$ cat config.mk
export PLATFORM = sky130hd
export DESIGN_NAME = uart_controller
export DESIGN_NICKNAME = d
export VERILOG_FILES = /design/src/logic/uart_pkg.sv /design/src/logic/uart_fifo.sv /design/src/logic/uart_regs.sv /design/src/logic/uart_tx.sv /design/src/logic/uart_rx.sv /design/src/logic/uart_controller.sv
export SDC_FILE = /design/constraint.sdc
export NUM_CORES = 1
export LEC_CHECK = 0
export BUFFER_PORTS_ARGS = -buffer_cell sky130_fd_sc_hd__buf_4
export CAP_MARGIN = 20
export CORE_MARGIN = 3
export CORE_UTILIZATION = 28
export CTS_CLUSTER_DIAMETER = 100
export DETAILED_ROUTE_END_ITERATION = 8
export PLACE_DENSITY = 0.41
export SLEW_MARGIN = 10
export SYNTH_ARGS = -nofsm -noshare
export SYNTH_HDL_FRONTEND = slang
export SYNTH_SLANG_ARGS = --single-unit
$ cat constraint.sdc
create_clock -name clk_i -period 3.6 [get_ports clk_i]
set_input_delay 0.36 -clock clk_i [delete_from_list [all_inputs] [get_ports clk_i]]
set_output_delay 0.36 -clock clk_i [all_outputs]
set_load 0.02 [all_outputs]
$ cat src/logic/uart_pkg.sv
// UART controller package with shared widths, register map, status bits and FSM states
`default_nettype none

package uart_pkg;

    typedef logic [7:0]  byte_t;      // One serial data byte
    typedef logic [31:0] word_t;      // One bus data word
    typedef logic [3:0]  reg_addr_t;  // Register byte address
    typedef logic [15:0] baud_div_t;  // Clock cycles per serial bit

    localparam int FIFO_AW    = 5;    // Index bits of a FIFO slot
    localparam int FIFO_DEPTH = 32;

    typedef logic [FIFO_AW:0] fifo_ptr_t;  // Extra MSB is the wrap bit

    localparam reg_addr_t ADDR_CTRL   = 4'h0;
    localparam reg_addr_t ADDR_STATUS = 4'h4;
    localparam reg_addr_t ADDR_RXDATA = 4'h8;
    localparam reg_addr_t ADDR_TXDATA = 4'hC;

    localparam int STAT_TX_FULL  = 0;
    localparam int STAT_RX_FULL  = 1;
    localparam int STAT_TX_EMPTY = 2;
    localparam int STAT_RX_EMPTY = 3;

    localparam int CTRL_TX_EN   = 0;
    localparam int CTRL_RX_EN   = 1;
    localparam int CTRL_DIV_LSB = 16;  // Divisor occupies bits 31..16

    typedef enum logic [1:0] {TX_IDLE, TX_START, TX_DATA, TX_STOP} tx_state_t;
    typedef enum logic [1:0] {RX_IDLE, RX_START, RX_DATA, RX_STOP} rx_state_t;

endpackage

`default_nettype wire

$ cat src/logic/uart_fifo.sv
// Byte FIFO of FIFO_DEPTH entries with show-ahead head and full/empty flags
`timescale 1ns/1ps
`default_nettype none

module uart_fifo
    import uart_pkg::*;
(
    input  logic  clk_i,
    input  logic  rst_i,
    input  logic  push_i,
    input  byte_t push_data_i,
    input  logic  pop_i,
    output byte_t head_o,
    output logic  full_o,
    output logic  empty_o
);

    byte_t     mem_q [FIFO_DEPTH];
    fifo_ptr_t wr_ptr_q;
    fifo_ptr_t rd_ptr_q;
    logic      push_ok;

    // Same slot, wrap bits differ when the FIFO is full
    assign full_o  = (wr_ptr_q[FIFO_AW] != rd_ptr_q[FIFO_AW]) &&
                     (wr_ptr_q[FIFO_AW-1:0] == rd_ptr_q[FIFO_AW-1:0]);
    assign empty_o = (wr_ptr_q == rd_ptr_q);

    assign push_ok = push_i && !full_o;  // Push while full is lost

    assign head_o = mem_q[rd_ptr_q[FIFO_AW-1:0]];  // Oldest byte

    always_ff @(posedge clk_i) begin
        if (push_ok) begin
            mem_q[wr_ptr_q[FIFO_AW-1:0]] <= push_data_i;
        end
    end

    always_ff @(posedge clk_i) begin
        if (rst_i) begin
            wr_ptr_q <= '0;
            rd_ptr_q <= '0;
        end else begin
            if (push_ok) begin
                wr_ptr_q <= wr_ptr_q + fifo_ptr_t'(1);
            end
            if (pop_i) begin
                rd_ptr_q <= rd_ptr_q + fifo_ptr_t'(1);  // Caller guards against empty
            end
        end
    end

endmodule

`default_nettype wire

$ cat src/logic/uart_regs.sv
// UART register block decoding bus strobes into control, status and FIFO accesses
`timescale 1ns/1ps
`default_nettype none

module uart_regs
    import uart_pkg::*;
(
    input  logic      clk_i,
    input  logic      rst_i,
    input  logic      bus_valid_i,
    input  logic      bus_write_i,
    input  reg_addr_t bus_addr_i,
    input  word_t     bus_wdata_i,
    output word_t     rd_data_o,
    output logic      rd_valid_o,
    input  logic      tx_full_i,
    input  logic      tx_empty_i,
    input  logic      rx_full_i,
    input  logic      rx_empty_i,
    input  byte_t     rx_head_i,
    output logic      rx_pop_o,
    output logic      tx_push_o,
    output byte_t     tx_push_data_o,
    output logic      tx_en_o,
    output logic      rx_en_o,
    output baud_div_t baud_div_o
);

    logic  wr_access;
    logic  rd_access;
    logic  ctrl_wr;
    logic  ctrl_rd;
    logic  status_rd;
    logic  answer;
    word_t ctrl_word;
    word_t status_word;
    word_t rd_next;

    assign wr_access = bus_valid_i && bus_write_i;
    assign rd_access = bus_valid_i && !bus_write_i;

    assign ctrl_wr   = wr_access && (bus_addr_i == ADDR_CTRL);
    assign ctrl_rd   = rd_access && (bus_addr_i == ADDR_CTRL);
    assign status_rd = rd_access && (bus_addr_i == ADDR_STATUS);

    // Empty receive FIFO means no pop and no answer
    assign rx_pop_o = rd_access && (bus_addr_i == ADDR_RXDATA) && !rx_empty_i;

    assign tx_push_o      = wr_access && (bus_addr_i == ADDR_TXDATA);  // FIFO drops it when full
    assign tx_push_data_o = bus_wdata_i[7:0];

    assign answer = ctrl_rd || status_rd || rx_pop_o;

    always_comb begin
        ctrl_word = '0;
        ctrl_word[CTRL_TX_EN] = tx_en_o;
        ctrl_word[CTRL_RX_EN] = rx_en_o;
        ctrl_word[CTRL_DIV_LSB +: $bits(baud_div_t)] = baud_div_o;
    end

    always_comb begin
        status_word = '0;
        status_word[STAT_TX_FULL]  = tx_full_i;
        status_word[STAT_RX_FULL]  = rx_full_i;
        status_word[STAT_TX_EMPTY] = tx_empty_i;
        status_word[STAT_RX_EMPTY] = rx_empty_i;
    end

    always_comb begin
        if (ctrl_rd) begin
            rd_next = ctrl_word;
        end else if (status_rd) begin
            rd_next = status_word;
        end else begin
            rd_next = {24'd0, rx_head_i};  // Head byte popped in this cycle
        end
    end

    always_ff @(posedge clk_i) begin
        if (rst_i) begin
            tx_en_o    <= 1'b0;
            rx_en_o    <= 1'b0;
            baud_div_o <= '0;
            rd_valid_o <= 1'b0;
        end else begin
            rd_valid_o <= answer;  // One-cycle answer strobe
            if (ctrl_wr) begin
                tx_en_o    <= bus_wdata_i[CTRL_TX_EN];
                rx_en_o    <= bus_wdata_i[CTRL_RX_EN];
                baud_div_o <= bus_wdata_i[CTRL_DIV_LSB +: $bits(baud_div_t)];
            end
        end
    end

    // Read data held until the next answer
    always_ff @(posedge clk_i) begin
        if (answer) begin
            rd_data_o <= rd_next;
        end
    end

endmodule

`default_nettype wire

$ cat src/logic/uart_tx.sv
// UART transmit engine serializing 8N1 frames from the transmit FIFO
`timescale 1ns/1ps
`default_nettype none

module uart_tx
    import uart_pkg::*;
(
    input  logic      clk_i,
    input  logic      rst_i,
    input  logic      tx_en_i,
    input  baud_div_t baud_div_i,
    input  logic      fifo_empty_i,
    input  byte_t     data_i,
    output logic      pop_o,
    output logic      tx_o,
    output logic      busy_o
);

    tx_state_t state_q;
    baud_div_t baud_cnt_q;
    logic [2:0] bit_cnt_q;
    byte_t     shift_q;
    logic      bit_end;
    logic      take;

    assign bit_end = (baud_cnt_q == baud_div_i - baud_div_t'(1));

    // New frame from idle, or straight after a stop bit
    assign take = tx_en_i && !fifo_empty_i &&
                  ((state_q == TX_IDLE) || ((state_q == TX_STOP) && bit_end));

    assign pop_o  = take;
    assign busy_o = (state_q != TX_IDLE) || !fifo_empty_i;

    always_ff @(posedge clk_i) begin
        if (rst_i) begin
            state_q    <= TX_IDLE;
            baud_cnt_q <= '0;
            bit_cnt_q  <= '0;
            tx_o       <= 1'b1;  // Idle line is high
        end else if (take) begin
            state_q    <= TX_START;
            baud_cnt_q <= '0;
            tx_o       <= 1'b0;  // Start bit
        end else if (state_q != TX_IDLE) begin
            baud_cnt_q <= bit_end ? '0 : baud_cnt_q + baud_div_t'(1);
            if (bit_end) begin
                case (state_q)
                    TX_START: begin
                        state_q   <= TX_DATA;
                        bit_cnt_q <= '0;
                        tx_o      <= shift_q[0];  // LSB first
                    end
                    TX_DATA: begin
                        if (bit_cnt_q == 3'd7) begin
                            state_q <= TX_STOP;
                            tx_o    <= 1'b1;
                        end else begin
                            bit_cnt_q <= bit_cnt_q + 3'd1;
                            tx_o      <= shift_q[0];
                        end
                    end
                    default: state_q <= TX_IDLE;  // End of stop bit
                endcase
            end
        end
    end

    always_ff @(posedge clk_i) begin
        if (take) begin
            shift_q <= data_i;
        end else if (bit_end && ((state_q == TX_START) || (state_q == TX_DATA))) begin
            shift_q <= shift_q >> 1;  // Next bit moves to bit 0
        end
    end

endmodule

`default_nettype wire

$ cat src/logic/uart_rx.sv
// UART receive engine sampling 8N1 frames mid-bit and flagging each good byte
`timescale 1ns/1ps
`default_nettype none

module uart_rx
    import uart_pkg::*;
(
    input  logic      clk_i,
    input  logic      rst_i,
    input  logic      rx_en_i,
    input  baud_div_t baud_div_i,
    input  logic      rx_i,
    output logic      valid_o,
    output byte_t     data_o
);

    logic       rx_meta_q;
    logic       rx_sync_q;
    logic       rx_prev_q;
    logic       fall;
    rx_state_t  state_q;
    baud_div_t  baud_cnt_q;
    baud_div_t  half_div;
    logic [2:0] bit_cnt_q;
    byte_t      shift_q;
    logic       half_end;
    logic       bit_end;

    assign half_div = baud_div_i >> 1;
    assign half_end = (baud_cnt_q == half_div - baud_div_t'(1));
    assign bit_end  = (baud_cnt_q == baud_div_i - baud_div_t'(1));
    assign fall     = rx_prev_q && !rx_sync_q;

    assign data_o = shift_q;  // Stable until the next frame's first data bit

    // Two-flop synchronizer plus edge history, idling high
    always_ff @(posedge clk_i) begin
        if (rst_i) begin
            rx_meta_q <= 1'b1;
            rx_sync_q <= 1'b1;
            rx_prev_q <= 1'b1;
        end else begin
            rx_meta_q <= rx_i;
            rx_sync_q <= rx_meta_q;
            rx_prev_q <= rx_sync_q;
        end
    end

    always_ff @(posedge clk_i) begin
        if (rst_i || !rx_en_i) begin
            state_q    <= RX_IDLE;  // Disable drops any frame in progress
            baud_cnt_q <= '0;
            bit_cnt_q  <= '0;
            valid_o    <= 1'b0;
        end else begin
            valid_o    <= 1'b0;
            baud_cnt_q <= baud_cnt_q + baud_div_t'(1);
            case (state_q)
                RX_IDLE: begin
                    baud_cnt_q <= '0;
                    if (fall) begin
                        state_q <= RX_START;
                    end
                end
                RX_START: begin
                    if (half_end) begin
                        baud_cnt_q <= '0;
                        bit_cnt_q  <= '0;
                        // False start if the line went back high
                        state_q    <= rx_sync_q ? RX_IDLE : RX_DATA;
                    end
                end
                RX_DATA: begin
                    if (bit_end) begin
                        baud_cnt_q <= '0;
                        bit_cnt_q  <= bit_cnt_q + 3'd1;
                        if (bit_cnt_q == 3'd7) begin
                            state_q <= RX_STOP;
                        end
                    end
                end
                default: begin
                    if (bit_end) begin
                        valid_o <= rx_sync_q;  // Low stop bit discards the byte
                        state_q <= RX_IDLE;
                    end
                end
            endcase
        end
    end

    always_ff @(posedge clk_i) begin
        if ((state_q == RX_DATA) && bit_end) begin
            shift_q <= {rx_sync_q, shift_q[7:1]};  // LSB arrives first
        end
    end

endmodule

`default_nettype wire

$ cat src/logic/uart_controller.sv
// Memory-mapped UART controller joining registers, FIFOs and serial engines
`timescale 1ns/1ps
`default_nettype none

module uart_controller
    import uart_pkg::*;
(
    input  logic      clk_i,
    input  logic      rst_i,
    input  logic      bus_valid_i,
    input  logic      bus_write_i,
    input  reg_addr_t bus_addr_i,
    input  word_t     bus_wdata_i,
    output word_t     rd_data_o,
    output logic      rd_valid_o,
    input  logic      uart_rx_i,
    output logic      uart_tx_o,
    output logic      busy_o
);

    logic      tx_push;
    byte_t     tx_push_data;
    logic      tx_pop;
    byte_t     tx_head;
    logic      tx_full;
    logic      tx_empty;
    logic      rx_push;
    byte_t     rx_push_data;
    logic      rx_pop;
    byte_t     rx_head;
    logic      rx_full;
    logic      rx_empty;
    logic      tx_en;
    logic      rx_en;
    baud_div_t baud_div;

    uart_regs i_uart_regs (
        .clk_i          (clk_i),
        .rst_i          (rst_i),
        .bus_valid_i    (bus_valid_i),
        .bus_write_i    (bus_write_i),
        .bus_addr_i     (bus_addr_i),
        .bus_wdata_i    (bus_wdata_i),
        .rd_data_o      (rd_data_o),
        .rd_valid_o     (rd_valid_o),
        .tx_full_i      (tx_full),
        .tx_empty_i     (tx_empty),
        .rx_full_i      (rx_full),
        .rx_empty_i     (rx_empty),
        .rx_head_i      (rx_head),
        .rx_pop_o       (rx_pop),
        .tx_push_o      (tx_push),
        .tx_push_data_o (tx_push_data),
        .tx_en_o        (tx_en),
        .rx_en_o        (rx_en),
        .baud_div_o     (baud_div)
    );

    uart_fifo i_tx_fifo (  // Bus to serial line
        .clk_i       (clk_i),
        .rst_i       (rst_i),
        .push_i      (tx_push),
        .push_data_i (tx_push_data),
        .pop_i       (tx_pop),
        .head_o      (tx_head),
        .full_o      (tx_full),
        .empty_o     (tx_empty)
    );

    uart_fifo i_rx_fifo (  // Serial line to bus
        .clk_i       (clk_i),
        .rst_i       (rst_i),
        .push_i      (rx_push),
        .push_data_i (rx_push_data),
        .pop_i       (rx_pop),
        .head_o      (rx_head),
        .full_o      (rx_full),
        .empty_o     (rx_empty)
    );

    uart_tx i_uart_tx (
        .clk_i        (clk_i),
        .rst_i        (rst_i),
        .tx_en_i      (tx_en),
        .baud_div_i   (baud_div),
        .fifo_empty_i (tx_empty),
        .data_i       (tx_head),
        .pop_o        (tx_pop),
        .tx_o         (uart_tx_o),
        .busy_o       (busy_o)
    );

    uart_rx i_uart_rx (
        .clk_i      (clk_i),
        .rst_i      (rst_i),
        .rx_en_i    (rx_en),
        .baud_div_i (baud_div),
        .rx_i       (uart_rx_i),
        .valid_o    (rx_push),
        .data_o     (rx_push_data)
    );

endmodule

`default_nettype wire

==> metrics.md <==
| Metric | Value |
|---|---|
| Clock slew at reported path FFs | 0.06 ns |
| EDFF count, synth | 552 |
| First-iteration detailed-routing DRC count | 927 |
| Worst EP required | 4.09 ns |
| CTS Buf Count | 76 |
| Storage cell area | 18,600 µm² |
| Antenna violations before repair | 3 |
| Hold Crit Class | in2reg |
| # setup viols final | 0 |
| Row cnt | 114 |
| Status | finished clean |
| Die W | 319 µm |
| Initial Utilization | 28.3% |
| Largest net degree at the start of global routing | 65 |
| DRC | 0 |
| Maximum vdd drop | 0.000298 V |
| Root Driver | clkbuf_16 |
| Async set-reset flop share out of synthesis | 0% |
| Final setup TNS | 0 ns |
| Reg-to-reg endpoint | i_tx_fifo.rd_ptr_q[4]$_SDFFE_PP0N_ |
| Slew @ Worst Pin | 0.997 ns |
| Setup CP Type | reg2reg |
| Setup Skew | 0.0309 ns |
| Synth area leader | edfxtp_1 |
| Final hold slack | 0.0547 ns |
| Top-Level Pins | 76 |
| Clk_lat worst skew | 0.61 ns |
| R2R depth | 8 |
| Synth Flop Type | edfxtp_1 |
| ANT nets after route | 0 |
| Htree depth | 3 |
| Final cell count without fillers | 3,201 |
| Nets | 1,934 |
| Final WL | 69.6 mm |
| Final Cycle Share | 96.0% |
| Cell Pwr Density | 478 nW/µm² |
| CTS sink count | 652 |
| FILL cells | 9,224 |
| Worst Setup Start Kind | flop |
| Drt first pass iters | 5 |
| First-pass GRT wire length | 105 mm |
| Routed vias/inst | 4.64 |
| Die ar. | 102,000 µm² |
| Die height | 319 µm |
| Maximum clock path buffer count | 3 |
| CP Launch Point | i_uart_regs.baud_div_o[6]$_SDFFE_PP0P_ |
| Post-synth top area share | 60.4% |
| F_max | 0.289 GHz |
| Tmin final | 3.46 ns |
| Number of global-route vias before repair | 15.6k |
| Worst hold start | bus_wdata_i[16] |
| Seq/Total Area, Yosys | 67.7% |
| Crit Reg-Reg Startpoint | i_uart_regs.baud_div_o[6]$_SDFFE_PP0P_ |
| Wire length per cell | 21.8 µm |
| Final Hold Viols | 0 |
| CP endpoint kind | flop |
| Layout cells sized above 1 | 27.6% |
| Max FO, Critical Path | 7 |
| Final HPWL DP | 45.6 mm |
| Synthesis-to-finish area growth | 20.3% |
| Leakage power | 10.8 nW |
| Critical path endpoint | i_tx_fifo.rd_ptr_q[4]$_SDFFE_PP0N_ |
| GRT Overall Usage | 13.7% |
| R2R Setup Slk | 0.14 ns |
| Final core utilization | 34.1% |
| Netlist cell types | 79 |
| Core ar. | 96,900 µm² |
| Synthesis Warnings | 0 |
| Max Slew Vio Count | 0 |
| Maxcap violations | 0 |
| Rel. slew slack | 33.5% |
| Area occupied by multi-input gates | 8420 µm² |
| Port buffer count | 59 |
| Gpl congestion | 0.766 |
| Grt ovf | 0 |
| Post-Syn Instances | 1,659 |
| WP data arrival | 3.95 ns |
| Mapped cell area | 27,400 µm² |
| Synth area leaders | edfxtp_1 60%, mux4_2 13%, dfxtp_1 7.3% |
| Synth Register Bits | 652 |
| Vias | 14.9k |
| Syn Area/Cell | 16.5 µm² |
| Inst Count DP | 3,036 |
| CTS tree | yes |
## power by group
group,switching (W),internal (W),leakage (nW)
clock network,0.00301,0.00436,1.17
logic,0.000162,0.000102,3.84
registers,0.00000312,0.00813,5.79
total,0.00318,0.0126,10.8
## how the worst min path moves through the flow
stage               cells after the start                                endpoint
global placement                        1          i_uart_rx.rx_sync_q$_SDFF_PP1_
CTS                                     3  i_uart_regs.baud_div_o[0]$_SDFFE_PP0P_
detailed placement                      1          i_uart_rx.rx_sync_q$_SDFF_PP1_
floorplan                               1          i_uart_rx.rx_sync_q$_SDFF_PP1_
finish                                  3  i_uart_regs.baud_div_o[0]$_SDFFE_PP0P_
global route                            3  i_uart_regs.baud_div_o[0]$_SDFFE_PP0P_
## registers in the layout (all words and copies together), names as in the netlist, 2 cells and up, named ones only
register / flops
i_uart_regs.rd_data_o: 24
i_tx_fifo.wr_ptr_q: 6
i_uart_rx.bit_cnt_q: 3
i_uart_tx.state_q: 2
i_rx_fifo.wr_ptr_q: 6
i_uart_tx.shift_q: 8
i_uart_rx.state_q: 2
i_tx_fifo.mem_q: 256
i_tx_fifo.rd_ptr_q: 6
i_uart_regs.baud_div_o: 16
i_uart_rx.data_o: 8
i_uart_rx.baud_cnt_q: 16
i_rx_fifo.mem_q: 256
i_uart_tx.bit_cnt_q: 3
i_uart_tx.baud_cnt_q: 16
i_rx_fifo.rd_ptr_q: 6
## layer usage
layer  up-vias  track usage, %  part of all wire [%]
li1       6845               -                     -
met1      7668            19.0                    47
met4         0            3.55                   2.1
met3        81            2.37                   3.6
met5         -               0                     0
met2       273            22.4                    48
## Yosys cell counts, drive strengths merged (3+ instances only)
master,number
and4,5
xnor2,61
nor2b,15
and3,13
nand2b,4
ha,26
a211oi,8
mux2,4
inv,24
o21ai,22
nor2,180
a21oi,26
mux2i,39
o22ai,3
nand3b,5
and2,19
or4,10
mux4,160
or2,12
o2111ai,5
o21a,3
nand2,51
dfxtp,100
or3,10
nand4,14
or4b,3
a31oi,5
edfxtp,552
buf,42
xor2,45
clkbuf,62
nor3,28
or3b,8
nor3b,5
nand3,41
nor4,14
## worst max-delay path, cell delays in order (launching register included)
cell and delay (ns):
dfxtp_1 0.30, or4_1 0.69, nor4_4 0.30, xnor2_1 0.18, o21ai_0 0.18, or4b_4 0.61, or4_4 0.53, a21oi_2 0.19
mux2_1 0.34
## cells in the final DEF, fill, tap and decap left out, types with 23 or more instances in the layout
cell       netlist  routed
mux4_2         160     160
edfxtp_1       552     552
buf_4            9     196
mux2i_1         39      39
dfxtp_1        100      96
nand2_1         50      50
xor2_1          45      44
a21oi_1         23      23
nor2_1         180     180
xnor2_1         61      61
nor3_1          28      27
inv_1           24      23
nand3_1         40      40
clkbuf_16        0      78
ha_1            26      26
## metrics by stage
| stage | worst slack, ns | total power (W) | instance area [µm²] |
|---|---|---|---|
| detailed placement | -0.00602 | 0.00853 | 30300 |
| global route | -0.00428 | 0.0163 | 33000 |
| finish | 0.143 | 0.0158 | 33000 |
| floorplan | 0.000239 | 0.00840 | 27500 |
| global placement | 0.0785 | 0.00853 | 30200 |
| CTS | 0.0132 | 0.0160 | 32800 |
## timing repair
item | in CTS | in global routing
gates resized for setup | 2 | 5
endpoints found under the hold margin | 17 | 0
endpoints found under the setup margin | 5 | 28
hold buffers | 19 | 0
buffers inserted | 0 | 7
pin swaps | 0 | 4
## cell families (layout without fill, tap and decap cells)
logic type      Yosys count  after routing  share of synthesized area (%)
flops                   652            652                           67.7
simple gates            440            440                           8.31
mux                     203            203                           14.7
buf+inv                 128            386                           2.03
xor+xnor                107            107                           3.47
compound gates          101            101                           2.50
fa+ha+maj                27             27                           1.22
other cells               1              9                         0.0137
## final cells by class
cell class,count,area share [%]
Clock inverter,33,0.914
Sequential cell,652,56.3
Inverter,24,0.273
Multi-Input combinational cell,886,25.5
Clock buffer,102,6.31
Timing Repair Buffer,227,5.79
Antenna cell,1,0.00759
Tap cell,1276,4.84
(Power assumes the default switching activity.)
